### config.mk
export PLATFORM = sky130hd
export DESIGN_NAME = axi_axil_wr_bridge
export DESIGN_NICKNAME = d
export VERILOG_FILES = /design/src/axi_bridge_pkg.sv /design/src/axi_axil_wr_bridge.sv /design/src/axi_wr_ctrl.sv /design/src/axi_wr_resp.sv /design/src/axi_wr_addr_gen.sv /design/src/axi_wr_hold.sv
export SDC_FILE = /design/constraint.sdc
export NUM_CORES = 1
export LEC_CHECK = 0
export ABC_AREA = 1
export BUFFER_PORTS_ARGS = -buffer_cell sky130_fd_sc_hd__buf_2
export CAP_MARGIN = 20
export CORE_MARGIN = 8
export CORE_UTILIZATION = 50
export CTS_BUF_LIST = sky130_fd_sc_hd__clkbuf_8
export DETAILED_ROUTE_END_ITERATION = 10
export PLACE_DENSITY_LB_ADDON = 0.08
export SLEW_MARGIN = 5
export SYNTH_ARGS = -nofsm -noshare
export SYNTH_HDL_FRONTEND = slang
export SYNTH_HIERARCHICAL = 1
export SYNTH_SLANG_ARGS = --single-unit
### constraint.sdc
create_clock -name clk -period 7.7 [get_ports clk]
set_clock_uncertainty 0.1 [all_clocks]
set_input_delay 0.77 -clock clk [delete_from_list [all_inputs] [get_ports clk]]
set_output_delay 0.77 -clock clk [all_outputs]
set_load 0.01 [all_outputs]
### src/axi_bridge_pkg.sv
package axi_bridge_pkg;

  localparam int AXI_ADDR_WIDTH = 20;
  localparam int AXI_DATA_WIDTH = 16;
  localparam int AXI_STRB_WIDTH = AXI_DATA_WIDTH / 8;
  localparam int AXI_ID_WIDTH   = 4;
  localparam int AXI_USER_WIDTH = 2;

  // AXI response codes, ordered by severity.
  localparam logic [1:0] RESP_OKAY   = 2'b00;
  localparam logic [1:0] RESP_EXOKAY = 2'b01;
  localparam logic [1:0] RESP_SLVERR = 2'b10;
  localparam logic [1:0] RESP_DECERR = 2'b11;

  // WRAP is not decoded and behaves as INCR.
  localparam logic [1:0] BURST_FIXED = 2'b00;
  localparam logic [1:0] BURST_INCR  = 2'b01;

  // Full AXI write address channel.
  typedef struct packed {
    logic [AXI_ADDR_WIDTH-1:0] addr;
    logic [AXI_ID_WIDTH-1:0]   id;
    logic [7:0]                len;    // Beats minus one.
    logic [2:0]                size;   // Log2 of bytes per beat.
    logic [1:0]                burst;
    logic [AXI_USER_WIDTH-1:0] user;
  } axi_aw_t;

  // Full AXI write data channel.
  typedef struct packed {
    logic [AXI_DATA_WIDTH-1:0] data;
    logic [AXI_STRB_WIDTH-1:0] strb;
    logic                      last;
  } axi_w_t;

  // Full AXI write response channel.
  typedef struct packed {
    logic [AXI_ID_WIDTH-1:0]   id;
    logic [1:0]                resp;
    logic [AXI_USER_WIDTH-1:0] user;
  } axi_b_t;

  // AXI-Lite write address channel.
  typedef struct packed {
    logic [AXI_ADDR_WIDTH-1:0] addr;
  } axil_aw_t;

  // AXI-Lite write data channel.
  typedef struct packed {
    logic [AXI_DATA_WIDTH-1:0] data;
    logic [AXI_STRB_WIDTH-1:0] strb;
  } axil_w_t;

endpackage
### src/axi_axil_wr_bridge.sv
`timescale 1ns/1ns

module axi_axil_wr_bridge (
  input  logic                     clk,
  input  logic                     rst_n,

  input  axi_bridge_pkg::axi_aw_t  s_axi_aw,
  input  logic                     s_axi_awvalid,
  output logic                     s_axi_awready,
  input  axi_bridge_pkg::axi_w_t   s_axi_w,
  input  logic                     s_axi_wvalid,
  output logic                     s_axi_wready,
  output axi_bridge_pkg::axi_b_t   s_axi_b,
  output logic                     s_axi_bvalid,
  input  logic                     s_axi_bready,

  output axi_bridge_pkg::axil_aw_t m_axil_aw,
  output logic                     m_axil_awvalid,
  input  logic                     m_axil_awready,
  output axi_bridge_pkg::axil_w_t  m_axil_w,
  output logic                     m_axil_wvalid,
  input  logic                     m_axil_wready,
  input  logic [1:0]               m_axil_bresp,
  input  logic                     m_axil_bvalid,
  output logic                     m_axil_bready
);

  import axi_bridge_pkg::*;

  logic                      aw_load;
  logic                      beat_issue;
  logic                      beat_step;
  logic                      resp_clear;
  logic                      resp_take;
  logic                      last_beat;
  logic                      aw_busy;
  logic                      w_busy;
  logic [AXI_ADDR_WIDTH-1:0] beat_addr;
  axil_aw_t                  aw_beat;
  axil_w_t                   w_beat;

  assign aw_beat.addr = beat_addr;
  assign w_beat.data  = s_axi_w.data;
  assign w_beat.strb  = s_axi_w.strb;

  axi_wr_ctrl u_ctrl (
    .clk           (clk),
    .rst_n         (rst_n),
    .s_axi_awvalid (s_axi_awvalid),
    .s_axi_awready (s_axi_awready),
    .s_axi_wvalid  (s_axi_wvalid),
    .s_axi_wready  (s_axi_wready),
    .s_axi_bvalid  (s_axi_bvalid),
    .s_axi_bready  (s_axi_bready),
    .m_axil_bvalid (m_axil_bvalid),
    .m_axil_bready (m_axil_bready),
    .last_beat     (last_beat),
    .aw_busy       (aw_busy),
    .w_busy        (w_busy),
    .aw_load       (aw_load),
    .beat_issue    (beat_issue),
    .beat_step     (beat_step),
    .resp_clear    (resp_clear),
    .resp_take     (resp_take)
  );

  axi_wr_addr_gen u_addr_gen (
    .clk       (clk),
    .rst_n     (rst_n),
    .aw_load   (aw_load),
    .beat_step (beat_step),
    .s_axi_aw  (s_axi_aw),
    .beat_addr (beat_addr),
    .last_beat (last_beat)
  );

  axi_wr_hold #(.payload_t(axil_aw_t)) u_aw_hold (
    .clk         (clk),
    .rst_n       (rst_n),
    .load        (beat_issue),
    .payload_in  (aw_beat),
    .valid       (m_axil_awvalid),
    .ready       (m_axil_awready),
    .payload_out (m_axil_aw),
    .busy        (aw_busy)
  );

  axi_wr_hold #(.payload_t(axil_w_t)) u_w_hold (
    .clk         (clk),
    .rst_n       (rst_n),
    .load        (beat_issue),
    .payload_in  (w_beat),
    .valid       (m_axil_wvalid),
    .ready       (m_axil_wready),
    .payload_out (m_axil_w),
    .busy        (w_busy)
  );

  axi_wr_resp u_resp (
    .clk          (clk),
    .rst_n        (rst_n),
    .resp_clear   (resp_clear),
    .resp_take    (resp_take),
    .s_axi_aw     (s_axi_aw),
    .m_axil_bresp (m_axil_bresp),
    .s_axi_b      (s_axi_b)
  );

endmodule

### src/axi_wr_ctrl.sv
`timescale 1ns/1ns

module axi_wr_ctrl (
  input  logic clk,
  input  logic rst_n,

  input  logic s_axi_awvalid,
  output logic s_axi_awready,
  input  logic s_axi_wvalid,
  output logic s_axi_wready,
  output logic s_axi_bvalid,
  input  logic s_axi_bready,

  input  logic m_axil_bvalid,
  output logic m_axil_bready,

  input  logic last_beat,
  input  logic aw_busy,
  input  logic w_busy,

  output logic aw_load,
  output logic beat_issue,
  output logic beat_step,
  output logic resp_clear,
  output logic resp_take
);

  typedef enum logic [1:0] {
    IDLE,
    BEAT,
    RESP,
    BDONE
  } state_t;

  state_t state;
  state_t state_next;

  logic holds_free;
  logic aw_xfer;
  logic w_xfer;
  logic lite_b_xfer;
  logic b_xfer;

  // Both AXI-Lite channels have drained.
  assign holds_free = !aw_busy && !w_busy;

  assign s_axi_awready = (state == IDLE);
  assign s_axi_wready  = (state == BEAT) && holds_free;
  assign m_axil_bready = (state == RESP) && holds_free;
  assign s_axi_bvalid  = (state == BDONE);

  assign aw_xfer     = s_axi_awvalid && s_axi_awready;
  assign w_xfer      = s_axi_wvalid && s_axi_wready;
  assign lite_b_xfer = m_axil_bvalid && m_axil_bready;
  assign b_xfer      = s_axi_bvalid && s_axi_bready;

  // Single-cycle strobes into the datapath.
  assign aw_load    = aw_xfer;
  assign resp_clear = aw_xfer;      // New burst, fresh merge.
  assign beat_issue = w_xfer;
  assign resp_take  = lite_b_xfer;
  assign beat_step  = lite_b_xfer && !last_beat;

  always_comb begin
    state_next = state;
    case (state)
      IDLE: begin
        if (aw_xfer) begin
          state_next = BEAT;
        end
      end
      BEAT: begin
        if (w_xfer) begin
          state_next = RESP;
        end
      end
      RESP: begin
        // The beat count from len ends the burst.
        if (lite_b_xfer) begin
          state_next = last_beat ? BDONE : BEAT;
        end
      end
      BDONE: begin
        if (b_xfer) begin
          state_next = IDLE;
        end
      end
      default: begin
        state_next = IDLE;
      end
    endcase
  end

  always_ff @(posedge clk) begin
    if (!rst_n) begin
      state <= IDLE;
    end else begin
      state <= state_next;
    end
  end

endmodule

### src/axi_wr_resp.sv
`timescale 1ns/1ns

module axi_wr_resp (
  input  logic                    clk,
  input  logic                    rst_n,
  input  logic                    resp_clear,
  input  logic                    resp_take,
  input  axi_bridge_pkg::axi_aw_t s_axi_aw,
  input  logic [1:0]              m_axil_bresp,
  output axi_bridge_pkg::axi_b_t  s_axi_b
);

  import axi_bridge_pkg::*;

  logic [AXI_ID_WIDTH-1:0]   id;
  logic [AXI_USER_WIDTH-1:0] user;
  logic [1:0]                merged;
  logic [1:0]                incoming;

  // No exclusive access through AXI-Lite.
  assign incoming = (m_axil_bresp == RESP_EXOKAY) ? RESP_OKAY : m_axil_bresp;

  always_ff @(posedge clk) begin
    if (resp_clear) begin
      id   <= s_axi_aw.id;
      user <= s_axi_aw.user;
    end
  end

  always_ff @(posedge clk) begin
    if (!rst_n) begin
      merged <= RESP_OKAY;
    end else if (resp_clear) begin
      merged <= RESP_OKAY;
    end else if (resp_take && (incoming > merged)) begin
      merged <= incoming;           // Worst code wins.
    end
  end

  always_comb begin
    s_axi_b      = '0;
    s_axi_b.id   = id;
    s_axi_b.resp = merged;
    s_axi_b.user = user;
  end

endmodule

### src/axi_wr_addr_gen.sv
`timescale 1ns/1ns

module axi_wr_addr_gen (
  input  logic                                       clk,
  input  logic                                       rst_n,
  input  logic                                       aw_load,
  input  logic                                       beat_step,
  input  axi_bridge_pkg::axi_aw_t                    s_axi_aw,
  output logic [axi_bridge_pkg::AXI_ADDR_WIDTH-1:0] beat_addr,
  output logic                                       last_beat
);

  import axi_bridge_pkg::*;

  logic [AXI_ADDR_WIDTH-1:0] addr;
  logic [2:0]                size;
  logic [1:0]                burst;
  logic [7:0]                remaining;
  logic [AXI_ADDR_WIDTH-1:0] step;

  // Bytes per beat.
  assign step = AXI_ADDR_WIDTH'(1) << size;

  always_ff @(posedge clk) begin
    if (aw_load) begin
      addr  <= s_axi_aw.addr;
      size  <= s_axi_aw.size;
      burst <= s_axi_aw.burst;
    end else if (beat_step) begin
      if (burst != BURST_FIXED) begin
        addr <= addr + step;        // INCR, and WRAP as INCR.
      end
    end
  end

  always_ff @(posedge clk) begin
    if (!rst_n) begin
      remaining <= 8'd0;
    end else if (aw_load) begin
      remaining <= s_axi_aw.len;
    end else if (beat_step) begin
      remaining <= remaining - 8'd1;
    end
  end

  assign beat_addr = addr;
  assign last_beat = (remaining == 8'd0);

endmodule

### src/axi_wr_hold.sv
`timescale 1ns/1ns

module axi_wr_hold #(
  parameter type payload_t = logic
) (
  input  logic     clk,
  input  logic     rst_n,
  input  logic     load,
  input  payload_t payload_in,
  output logic     valid,
  input  logic     ready,
  output payload_t payload_out,
  output logic     busy
);

  payload_t payload;

  always_ff @(posedge clk) begin
    if (!rst_n) begin
      valid <= 1'b0;
    end else if (load) begin
      valid <= 1'b1;
    end else if (valid && ready) begin
      valid <= 1'b0;                // Drops on its own transfer.
    end
  end

  // Only loaded while idle, so stable under back-pressure.
  always_ff @(posedge clk) begin
    if (load) begin
      payload <= payload_in;
    end
  end

  assign payload_out = payload;
  assign busy        = valid;

endmodule

Word level (Yosys, flattened, before mapping)
Cells that the tools add are included.
- register bits: 83
- bits of input ports: 68
- output and inout bits: 52
- word-level logic and storage cells: 66
- $add $sub $neg: 2
- magnitude comparators: 1
- eq/ne operators: 8
- shifts and indexed selects: 1
- muxes and demuxes: 16
- bitwise operators: 1
- reductions and logical operators: 24
- operators with widths (kind ; count):
    two-way mux 20 bit ; 3
    adder 20 bit ; 1
    << shifter 1 x 3 -> 20 bit, first input constant ; 1
    two-way mux 8 bit ; 2
    two-way mux 2 bit ; 6
    logical AND 1 bit ; 11
    nonzero test 2 bit ; 5
    zero test 8 bit ; 1
    one-hot mux 2 bit (4 select lines) ; 1
    subtractor 8 x 1 -> 8 bit, second input constant ; 1
    inequality test 2 bit, second input constant ; 3
    == test 2 x 1 -> 1 bit, second input constant ; 2
    == test 2 bit, second input constant ; 2
    two-way mux 1 bit ; 4
    AND reduction 4 bit ; 1
    zero test 1 bit ; 3
    > comparator 2 bit ; 1
    zero test 2 bit ; 1
    inequality test 2 x 1 -> 1 bit, second input constant ; 1
    AND reduction 2 bit ; 1
    OR reduction 2 bit ; 1
    NOT 1 bit ; 1

Depth between registers and ports, before layout
Gate-level depths: netlist of the first run.
- depth after elaboration: 7
- gate-level depth with buffers: 13
- mapped depth without buffers: 13

Hierarchy
Netlist of the first run, hierarchy kept.
- modules (own cells, without submodules) (module ; times used ; cells an instance ; area an instance (µm²)):
    axi_wr_addr_gen ; 1 ; 326 ; 2344.7
    axi_wr_hold (u_aw_hold) ; 1 ; 27 ; 651.9
    axi_wr_hold (u_w_hold) ; 1 ; 25 ; 591.8
    axi_wr_resp ; 1 ; 32 ; 351.6
    axi_wr_ctrl ; 1 ; 39 ; 229.0

Worst setup path before layout of the first run
OpenSTA, ideal clock, no wires.
- path type: input to register
- start: input s_axi_wvalid
- end: register u_aw_hold.valid, in the netlist u_aw_hold/busy
- setup time: 73 ps
- arrival time: 4105 ps
- required time: 7527 ps
- setup slack: 3422 ps
- stages: 3
- path buffers: 0
- cell sequence: nor3b_1 inv_1 a21oi_2
- cells in the longest elaborated chain, start to end: 2
- elaborated cells on any way between the ends: 3
- those cells by class: 1 x mux; 2 x reduce/logical
- RTL lines (item ; RTL line ; text):
    start, declared ; axi_axil_wr_bridge.sv:11 ; input logic s_axi_wvalid,
    logical AND 1 bit (*) ; axi_wr_ctrl.sv:53 ; assign w_xfer = s_axi_wvalid && s_axi_wready;
    two-way mux 1 bit or nonzero test 2 bit (tied branches) ; -- ;
    end signal, assigned ; axi_wr_hold.sv:20 ; valid <= 1'b0;
    end signal, assigned ; axi_wr_hold.sv:22 ; valid <= 1'b1;
    end signal, assigned ; axi_wr_hold.sv:24 ; valid <= 1'b0;
    end, declared ; axi_wr_hold.sv:10 ; output logic valid,
Mark *: on every way between the ends. The rest lies on a longest branch, timed or not.
A chain may end at the register's enable or synchronous reset.

Final worst setup path of the first run
- start: input s_axi_awvalid
- end: register u_addr_gen.addr[6], in the netlist u_addr_gen/beat_addr[6], enable pin
- cells in the longest elaborated chain, start to end: 3
- elaborated cells on any way between the ends: 4
- those cells by class: 4 x reduce/logical
- RTL lines (item ; RTL line ; text):
    start, declared ; axi_axil_wr_bridge.sv:8 ; input logic s_axi_awvalid,
    logical AND 1 bit (*) ; axi_wr_ctrl.sv:52 ; assign aw_xfer = s_axi_awvalid && s_axi_awready;
    named net aw_load ; axi_axil_wr_bridge.sv:30 ; logic aw_load;
    nonzero test 2 bit (no line) ; -- ;
    AND reduction 2 bit (no line) (*) ; -- ;
    end signal, assigned ; axi_wr_addr_gen.sv:26 ; addr <= s_axi_aw.addr;
    end signal, assigned ; axi_wr_addr_gen.sv:31 ; addr <= addr + step;
    end, declared ; axi_wr_addr_gen.sv:15 ; logic [AXI_ADDR_WIDTH-1:0] addr;
The timed path passes the listed nets; every way through them passes the cells marked *.

==> results_dict.tcl, run 1 <==
set metrics [dict create \
    power_density_mw_per_mm2 340 \
    p_clk_share_pct 20.0 \
    drt_iter0_drc 210 \
    grt_pass1_wl_mm 15.4 \
    slew_violations 0 \
    area_growth_pct 22.2 \
    slew_headroom_pct 57.6 \
    place_hpwl_mm 7.04 \
    routedWlPerCell_um 13.9 \
    cp.required_ns 7.65 \
    p_sw_mw 0.655 \
    critPathLaunchType "primary input" \
    power.total_mw 1.73 \
    synthArstFlopShare_pct 0 \
    cap_violations 0 \
    synth_edf_count 69 \
    drc 0 \
    criticalPathCategory "in2reg" \
    tns_ns 0 \
    postCtsSetupBuffers 0 \
    overflow 0 \
    cts-root-buf "clkbuf_8" \
    antenna_cells 0 \
    cp-end-kind "flip-flop" \
    outcome "complete, no violations" \
    synth_cell_type_count 38 \
    min_period_ns 2.75 \
    ys_ff_latch 83 \
    ir_drop_mv 0.206 \
    die-area_mm2 0.0115 \
    worst_hold_slack_ns 0.366 \
    ctsResizeCount 0 \
    placed_cell_area_mm2 0.00486 \
    final.setup.worst_slack_ns 4.95 \
    cts_hold_buf 0 \
    syn_inst 449 \
    gr-usage-all-layers_pct 16.7 \
    pre_cts_ws_ns 4.53 \
    combPwrFrac_pct 36.4 \
    yosys.area.top_type "edfxtp_1" \
    yosysSeqAreaShare_pct 56.4 \
    synth_commonest_cells "nand2_1 (132), edfxtp_1 (69), inv_1 (58)" \
    syn_avg_cell_area_um2 9.29 \
    viasPerCell 4.93 \
    cts.sinks 83 \
    die_h_um 107 \
    antenna_found_initial 0 \
    finalWirelength_mm 9.45 \
    worst_pin_slew_ns 0.636 \
    die_w_um 107 \
    fillers 742 \
    synthTopCellsByArea "edfxtp_1 (50%), nand2_1 (12%), dfxtp_1 (6.7%)" \
    h-tree-depth 3 \
    layout-drive-gt1-share_pct 29.5 \
    postRouteAntennaNets 0 \
    dp_cells 664 \
    initial_core_util_pct 51.3 \
    synth_top_cell_area_share_pct 49.7 \
    cts_tree "done" \
    ios 120 \
    syn_area_mm2 0.00417 \
    row_count 33 \
    first_pass_iters 4 \
    hold_viol 0 \
    ys.flop_type "edfxtp_1" \
    p_seq_share_pct 43.6 \
    grt_pass1_vias 3414 \
    vias 3358 \
    yosysWarnings 6 \
    power.leakage_nw 2.37 \
    arrival_ns 2.70 \
    crit_path_max_fanout 51 \
    hold_path.class "reg2reg" \
    nets 652 \
    final_area_mm2 0.00509 \
    final-setup-viol-count 0 \
    rsz0062_at_grt "no" \
    place_congestion 0.848 \
    syn-num-nets 530 \
    synth_most_common_cell "nand2_1" \
    p_sw_share_pct 37.8 \
    clockBufferDepth 2 \
    port-buffer-count 118 \
    numCtsBuffers 9 \
    finish.utilization_pct 62.6 \
    coreArea_mm2 0.00813 \
    grt_max_degree 52 \
    clkTransAtPathRegs_ns 0.08 \
    insertion_delay_ns 0.34 \
    p_int_mw 1.08 \
    timing.fmax_ghz 0.364 \
    finalNonFillerCells 681 \
    period_share_pct 35.7 \
]
[worst paths after layout]
| check | from | endpoint | slack [ns] | cells after the start |
|---|---|---|---|---|
| min | u_addr_gen/beat_addr[6] | u_aw_hold/payload_out[6] | 0.37 | 0 |
| max | s_axi_awvalid | u_addr_gen/beat_addr[6] | 4.95 | 7 |
| max reg2reg | u_ctrl/state[1] | u_addr_gen/beat_addr[6] | 5.07 | 5 |
| min reg2reg | u_addr_gen/beat_addr[6] | u_aw_hold/payload_out[6] | 0.37 | 0 |
[layer usage]
metal	GRT usage, %	up-vias	wire length, µm
met5	0	-	0
met1	18.7	1552	3940
met2	29.5	81	4860
met3	4.73	10	534
met4	6.03	0	119
li1	-	1715	-
[cells by family (layout without fill, tap and decap cells)]
| kind of cell | after synthesis | after routing | synth area share [%] |
|---|---|---|---|
| AND/OR/NAND/NOR | 237 | 237 | 25.6 |
| flip-flops | 83 | 83 | 56.4 |
| buffers and inverters | 74 | 201 | 7.26 |
| AO/OA/AOI/OAI | 35 | 35 | 5.13 |
| adder cells (fa/ha/maj) | 13 | 13 | 4.08 |
| XOR/XNOR | 7 | 7 | 1.47 |
[cells in the final DEF (no fill, tap or decap), types with 4 or more instances in the layout]
| cell type | netlist | routed |
|---|---|---|
| nor2_1 | 27 | 27 |
| a21oi_2 | 5 | 5 |
| xor2_1 | 4 | 4 |
| edfxtp_1 | 69 | 69 |
| nor2_2 | 5 | 5 |
| inv_1 | 58 | 58 |
| nand4_1 | 6 | 6 |
| nand2_1 | 132 | 132 |
| dfxtp_1 | 14 | 14 |
| a21oi_1 | 8 | 8 |
| nand2_2 | 7 | 7 |
| o21ai_0 | 12 | 11 |
| inv_2 | 5 | 5 |
| nand3_1 | 34 | 34 |
| ha_1 | 12 | 12 |
| nor3_1 | 13 | 12 |
| clkbuf_8 | 0 | 9 |
| buf_2 | 2 | 118 |
[area by class of cell]
cell class / instances / area (µm²) / area share [%]
Tap cell: 105 / 131 / 2.58
Multi-Input combinational cell: 292 / 1530 / 30.0
Timing Repair Buffer: 121 / 617 / 12.1
Inverter: 64 / 244 / 4.79
Clock inverter: 7 / 98.8 / 1.94
Sequential cell: 83 / 2350 / 46.2
Clock buffer: 9 / 124 / 2.43
[power by group through the flow]
stage	Combinational, mW	Sequential, mW	Clock, mW
2_1_floorplan	0.444	0.767	0
3_3_place_gp	0.611	0.763	0
3_5_place_dp	0.626	0.768	0
4_1_cts	0.633	0.758	0.355
5_1_grt	0.714	0.776	0.376
6_report	0.632	0.756	0.346
[critical path, stage by stage]
cell	delay (ns)
buf_2	0.10
clkinvlp_4	0.09
nor3_2	0.11
buf_4	0.51
inv_1	0.45
o21ai_2	0.39
buf_6	0.25
[state kept, by name, indices dropped and copies added (netlist names)]
signal	cells
u_addr_gen/beat_addr	20
u_aw_hold/payload_out	20
u_w_hold/payload_out	18
u_addr_gen/remaining	8
u_resp/id	4
u_addr_gen/size	3
u_addr_gen/burst	2
u_ctrl/state	2
u_resp/merged	2
u_resp/user	2
u_aw_hold/busy	1
u_w_hold/busy	1
(Power assumes the default switching activity.)
==> run 2: changes to the inputs <==
==> constraint.sdc (replaced) <==
create_clock -name clk -period 2.87 [get_ports clk]
set_clock_uncertainty 0.1 [all_clocks]
set_input_delay 0.287 -clock clk [delete_from_list [all_inputs] [get_ports clk]]
set_output_delay 0.287 -clock clk [all_outputs]
set_load 0.01 [all_outputs]
==> run 2 against run 1 <==
Clock power rose to 2.5 times the previous value. First-iteration DRC count fell by 8.6%. Register-to-register slack got worse by 4.7 ns. Combinational power rose to 2.7 times the previous value. Hold slack got worse by 0.35 ns. Non-clock buffer count rose by 27. Critical path type is now reg2reg. Highest routed layer unchanged. Largest cell class unchanged. Final area rose by 5.0%. Count of clock-buffer cells in the layout did not move. Sequential power rose to 2.7 times the previous value. Sequential share of layout area fell by 2.2 points.
==> results_dict.tcl, run 2 (synthesis gave the netlist of run 1 again) <==
set metrics [dict create \
    die_h_um 107 \
    worst_pin_slew_ns 0.577 \
    clkTransAtPathRegs_ns 0.09 \
    numCtsBuffers 9 \
    slew_violations 0 \
    cts.sinks 83 \
    layout-drive-gt1-share_pct 28.5 \
    drc 0 \
    critPathLaunchType "flip-flop" \
    clockBufferDepth 2 \
    first_pass_iters 4 \
    most-common-layout-cells "nand2_1 (132), buf_2 (118), edfxtp_1 (69)" \
    final_area_mm2 0.00535 \
    drt_iter0_drc 192 \
    slew_headroom_pct 61.5 \
    final_common_cell "nand2_1" \
    routedWlPerCell_um 13.5 \
    grt_max_degree 39 \
    row_count 33 \
    timing.fmax_ghz 0.396 \
    antenna_found_initial 0 \
    rsz0062_at_grt "no" \
    final-setup-viol-count 0 \
    pre_cts_ws_ns 0.389 \
    wl_met3_um 572 \
    final.setup.worst_slack_ns 0.344 \
    port-buffer-count 118 \
    outcome "complete, no violations" \
    gr-usage-all-layers_pct 16.9 \
    nets 679 \
    ios 120 \
    cts-root-buf "clkbuf_8" \
    antenna_cells 0 \
    met1_length_mm 3.90 \
    period_share_pct 88.0 \
    die_w_um 107 \
    finalWirelength_mm 9.58 \
    coreArea_mm2 0.00813 \
    power.leakage_nw 2.48 \
    place_hpwl_mm 7.05 \
    hold_path.class "in2reg" \
    routed.top_layer "met4" \
    power_density_mw_per_mm2 864 \
    cp.required_ns 2.88 \
    placed_cell_area_mm2 0.00488 \
    fillers 676 \
    tns_ns 0 \
    grt_pass1_wl_mm 15.7 \
    crit_path_max_fanout 6 \
    criticalPathCategory "reg2reg" \
    cp-end-kind "flip-flop" \
    hold_viol 0 \
    arrival_ns 2.54 \
    cts_tree "done" \
    insertion_delay_ns 0.35 \
    overflow 0 \
    grt_pass1_vias 3508 \
    wl_met2_mm 4.98 \
    vias 3446 \
    postRouteAntennaNets 0 \
    ir_drop_mv 0.425 \
    area_growth_pct 28.3 \
    viasPerCell 4.87 \
    cap_violations 0 \
    die-area_mm2 0.0115 \
    min_period_ns 2.53 \
    h-tree-depth 3 \
    place_congestion 0.861 \
    initial_core_util_pct 51.3 \
]
==> run 2: power by group <==
part	switching (mW)	internal [mW]
clock network	0.455	0.417
logic	1.09	0.630
registers	0.235	1.80
total	1.78	2.84
==> run 2: area by class of cell <==
cell class / instances / area [µm²] / area share, %
flip-flops and latches: 83 / 2350 / 44.0
multi-input cells: 292 / 1530 / 28.7
repair buffers: 148 / 881 / 16.5
inverters: 64 / 244 / 4.56
well taps: 105 / 131 / 2.46
clock buffers: 9 / 124 / 2.32
clock inverters: 7 / 83.8 / 1.57
==> run 2: final timing paths <==
kind         cells past startpoint                        to  slack (ns)               startpoint
min                              1   u_w_hold/payload_out[9]        0.01              s_axi_w[10]
max                             12  u_addr_gen/beat_addr[12]        0.34       u_addr_gen/size[1]
min reg2reg                      0  u_aw_hold/payload_out[3]        0.37  u_addr_gen/beat_addr[3]
max reg2reg                     12  u_addr_gen/beat_addr[12]        0.34       u_addr_gen/size[1]
==> run 2: timing repair <==
item                      4_1_cts  5_1_grt
hold endpoints to repair       25        1
resized for setup               0        0
setup buffers                   0        0
hold buffers                   25        1
==> run 2: per-stage QoR <==
step / total power [mW] / cells / hold slack [ns] / util, %
6_report: 4.62 / 708 / 0.0112 / 65.8
5_1_grt: 4.98 / 708 / 0.00644 / 65.8
4_1_cts: 4.66 / 707 / 0.000914 / 65.7
3_5_place_dp: 3.75 / 666 / 0.351 / 60.0
3_3_place_gp: 3.71 / 666 / 0.353 / 60.0
2_1_floorplan: 3.24 / 449 / 0.285 / -
==> run 2: metal layers <==
metal  track usage [%]  up-vias
met5                 0        -
met4              5.93        0
met3              4.31       11
met2              29.8       78
met1              19.5     1583
li1                  -     1774
==> run 2: critical path, stage by stage (launching register included) <==
cell	delay, ns
edfxtp_1	0.44
nor3_1	0.24
ha_1	0.23
inv_1	0.06
fa_1	0.37
inv_1	0.16
nand3_1	0.10
nand3_1	0.13
nand2_1	0.09
nand2_2	0.14
nand3_1	0.09
nand3_1	0.09
nand2_1	0.06
==> run 3: changes to the inputs <==
--- a/config.mk
+++ b/config.mk
@@ -5,7 +5,6 @@
 export SDC_FILE = /design/constraint.sdc
 export NUM_CORES = 1
 export LEC_CHECK = 0
-export ABC_AREA = 1
 export BUFFER_PORTS_ARGS = -buffer_cell sky130_fd_sc_hd__buf_2
 export CAP_MARGIN = 20
 export CORE_MARGIN = 8
==> run 3 against run 2 <==
Synthesized cell count shrank 28%. Non-clock buffer count grew 6. Global-route usage shrank 0.86 points. Critical path type unchanged. Largest power group unchanged.
==> results_dict.tcl, run 3 <==
set metrics [dict create \
    outcome "complete, no violations" \
    hold_viol 0 \
    grt_pass1_vias 3050 \
    nets 558 \
    rrSetupSlack_ns 0.22 \
    antenna_found_initial 0 \
    place_congestion 0.817 \
    met1_length_mm 3.66 \
    grt_max_degree 47 \
    drc 0 \
    synth-simple-area-share_pct 17.7 \
    yosys.area.top_type "edfxtp_1" \
    crit_path_max_fanout 7 \
    min_path_cells 1 \
    drt_iter0_drc 122 \
    syn_avg_cell_area_um2 12.1 \
    ir_drop_mv 0.331 \
    synth_edf_count 69 \
    ys.flop_type "edfxtp_1" \
    placed_cell_area_mm2 0.00462 \
    cts-root-buf "clkbuf_8" \
    postRouteAntennaNets 0 \
    synth_commonest_cells "edfxtp_1 (69), nand2_1 (37), o21ai_0 (20)" \
    insertion_delay_ns 0.36 \
    cts.sinks 83 \
    ys_ff_latch 83 \
    arrival_ns 2.78 \
    cts_tree "done" \
    gr-usage-all-layers_pct 16.1 \
    place_hpwl_mm 6.19 \
    regArea_mm2 0.00235 \
    viasPerCell 5.14 \
    hold_end "u_w_hold/payload_out[5]" \
    synth_xor_area_share_pct 3.82 \
    synth.area.mux_share_pct 0.803 \
    synth_compound_area_share_pct 10.3 \
    most-common-layout-cells "buf_2 (118), edfxtp_1 (69), nand2_1 (37)" \
    port-buffer-count 118 \
    grt_pass1_wl_mm 14.3 \
    synth_top_family_by_area "simple AND/OR/NAND/NOR gates" \
    overflow 0 \
    row_count 32 \
    yosysWarnings 6 \
    postCtsSetupBuffers 0 \
    final.setup.worst_slack_ns 0.219 \
    clkTransAtPathRegs_ns 0.08 \
    min_period_ns 2.65 \
    slew_violations 0 \
    coreArea_mm2 0.00765 \
    wl_met2_mm 4.42 \
    criticalPathCategory "reg2reg" \
    die_w_um 104 \
    tns_ns 0 \
    fillers 608 \
    routedWlPerCell_um 14.9 \
    final_common_cell "buf_2" \
    syn_area_mm2 0.00389 \
    ios 120 \
    synth-adder-area-share_pct 4.37 \
    dp_cells 541 \
    worstReg2RegStart "u_addr_gen/size[1]" \
    syn-num-nets 404 \
    worst_pin_slew_ns 0.976 \
    vias 3005 \
    multi_input_area_mm2 0.00144 \
    power_density_mw_per_mm2 562 \
    die-area_mm2 0.0109 \
    h-tree-depth 3 \
    synthArstFlopShare_pct 0 \
    finalWirelength_mm 8.69 \
    finish.utilization_pct 66.6 \
    r2r-end "u_addr_gen/beat_addr[18]" \
    period_share_pct 92.4 \
    initial_core_util_pct 50.9 \
    final_area_mm2 0.00509 \
    critPathLaunchType "flip-flop" \
    synthTopCellsByArea "edfxtp_1 (53%), dfxtp_1 (7.2%), ha_1 (3.9%)" \
    synth_most_common_cell "edfxtp_1" \
    numCtsBuffers 9 \
    cp-end-kind "flip-flop" \
    area_growth_pct 30.8 \
    finalNonFillerCells 585 \
    power.total_mw 2.86 \
    rsz0062_at_grt "no" \
    synth_cell_type_count 54 \
    cap_violations 0 \
    layout-drive-gt1-share_pct 32.0 \
    first_pass_iters 4 \
    clockBufferDepth 2 \
    pre_cts_ws_ns 0.241 \
    syn_inst 323 \
    slew_headroom_pct 34.9 \
    cp.required_ns 3.00 \
    wl_met3_um 575 \
    reg2reg_depth 9 \
    die_h_um 104 \
    hold_path.class "in2reg" \
    hold_path_startpoint "s_axi_w[6]" \
    power.leakage_nw 2.03 \
    routed.top_layer "met4" \
    synth_top_cell_area_share_pct 53.2 \
    timing.fmax_ghz 0.377 \
    yosysSeqAreaShare_pct 60.4 \
    final-setup-viol-count 0 \
    worst_hold_slack_ns 0.0143 \
]
## run 3: cell count changes after synthesis, sizes merged, moves of 12 or more
cell   delta
nor2     -20
nor2b    +12
nand3    -19
nand2   -102
inv      -52
## run 3: routing by layer
| metal | global-route usage (%) | vias to the layer above |
|---|---|---|
| li1 | - | 1495 |
| met1 | 18.2 | 1426 |
| met2 | 27.3 | 80 |
| met3 | 6.01 | 4 |
| met4 | 5.27 | 0 |
| met5 | 0 | - |
## run 3: where the power goes
part	total [mW]	leakage (nW)	internal, mW	switching [mW]
clock	0.837	0.0974	0.406	0.431
combinational	0.512	1.18	0.238	0.274
sequential	1.51	0.757	1.45	0.0686
total	2.86	2.03	2.09	0.773
## run 3: timing repair
action / 4_1_cts / 5_1_grt
hold endpoints to repair: 27 / 0
hold buffers: 27 / 0
gates resized for setup: 0 / 0
## run 3: worst max-delay path by stage
stage / depth (start not counted) / slack [ns] / from / to
2_1_floorplan: 6 / 0.21 / u_ctrl/state[0] / u_addr_gen/beat_addr[0]
3_3_place_gp: 9 / 0.28 / u_addr_gen/size[1] / u_addr_gen/beat_addr[18]
3_5_place_dp: 9 / 0.24 / u_addr_gen/size[1] / u_addr_gen/beat_addr[18]
4_1_cts: 9 / 0.21 / u_addr_gen/size[1] / u_addr_gen/beat_addr[18]
5_1_grt: 9 / 0.04 / u_addr_gen/size[1] / u_addr_gen/beat_addr[18]
6_report: 9 / 0.22 / u_addr_gen/size[1] / u_addr_gen/beat_addr[18]
## run 3: kinds of logic (layout without fill, tap and decap cells)
logic type      Yosys count  count (layout)
mux                       3               3
buf+inv                  22             181
other cells               0               1
fa+ha+maj                13              13
compound gates           61              61
simple gates            124             124
flops                    83              83
xor+xnor                 17              17
## run 3: critical path: stages, from the launching register on
cell and delay (ns):
edfxtp_1 0.39, nor3_1 0.20, ha_1 0.20, inv_1 0.06, fa_1 0.39, nand2b_1 0.19
a21o_1 0.25, a21o_1 0.20, or4_1 0.47, nand3_1 0.09
## run 3: area by class of cell
class / instances / area share, %
Timing Repair Buffer: 154 / 18.2
Clock buffer: 9 / 2.43
Sequential cell: 83 / 46.2
Clock inverter: 7 / 1.50
Multi-Input combinational cell: 218 / 28.3
Antenna cell: 1 / 0.0491
Inverter: 11 / 0.810
Tap cell: 102 / 2.50
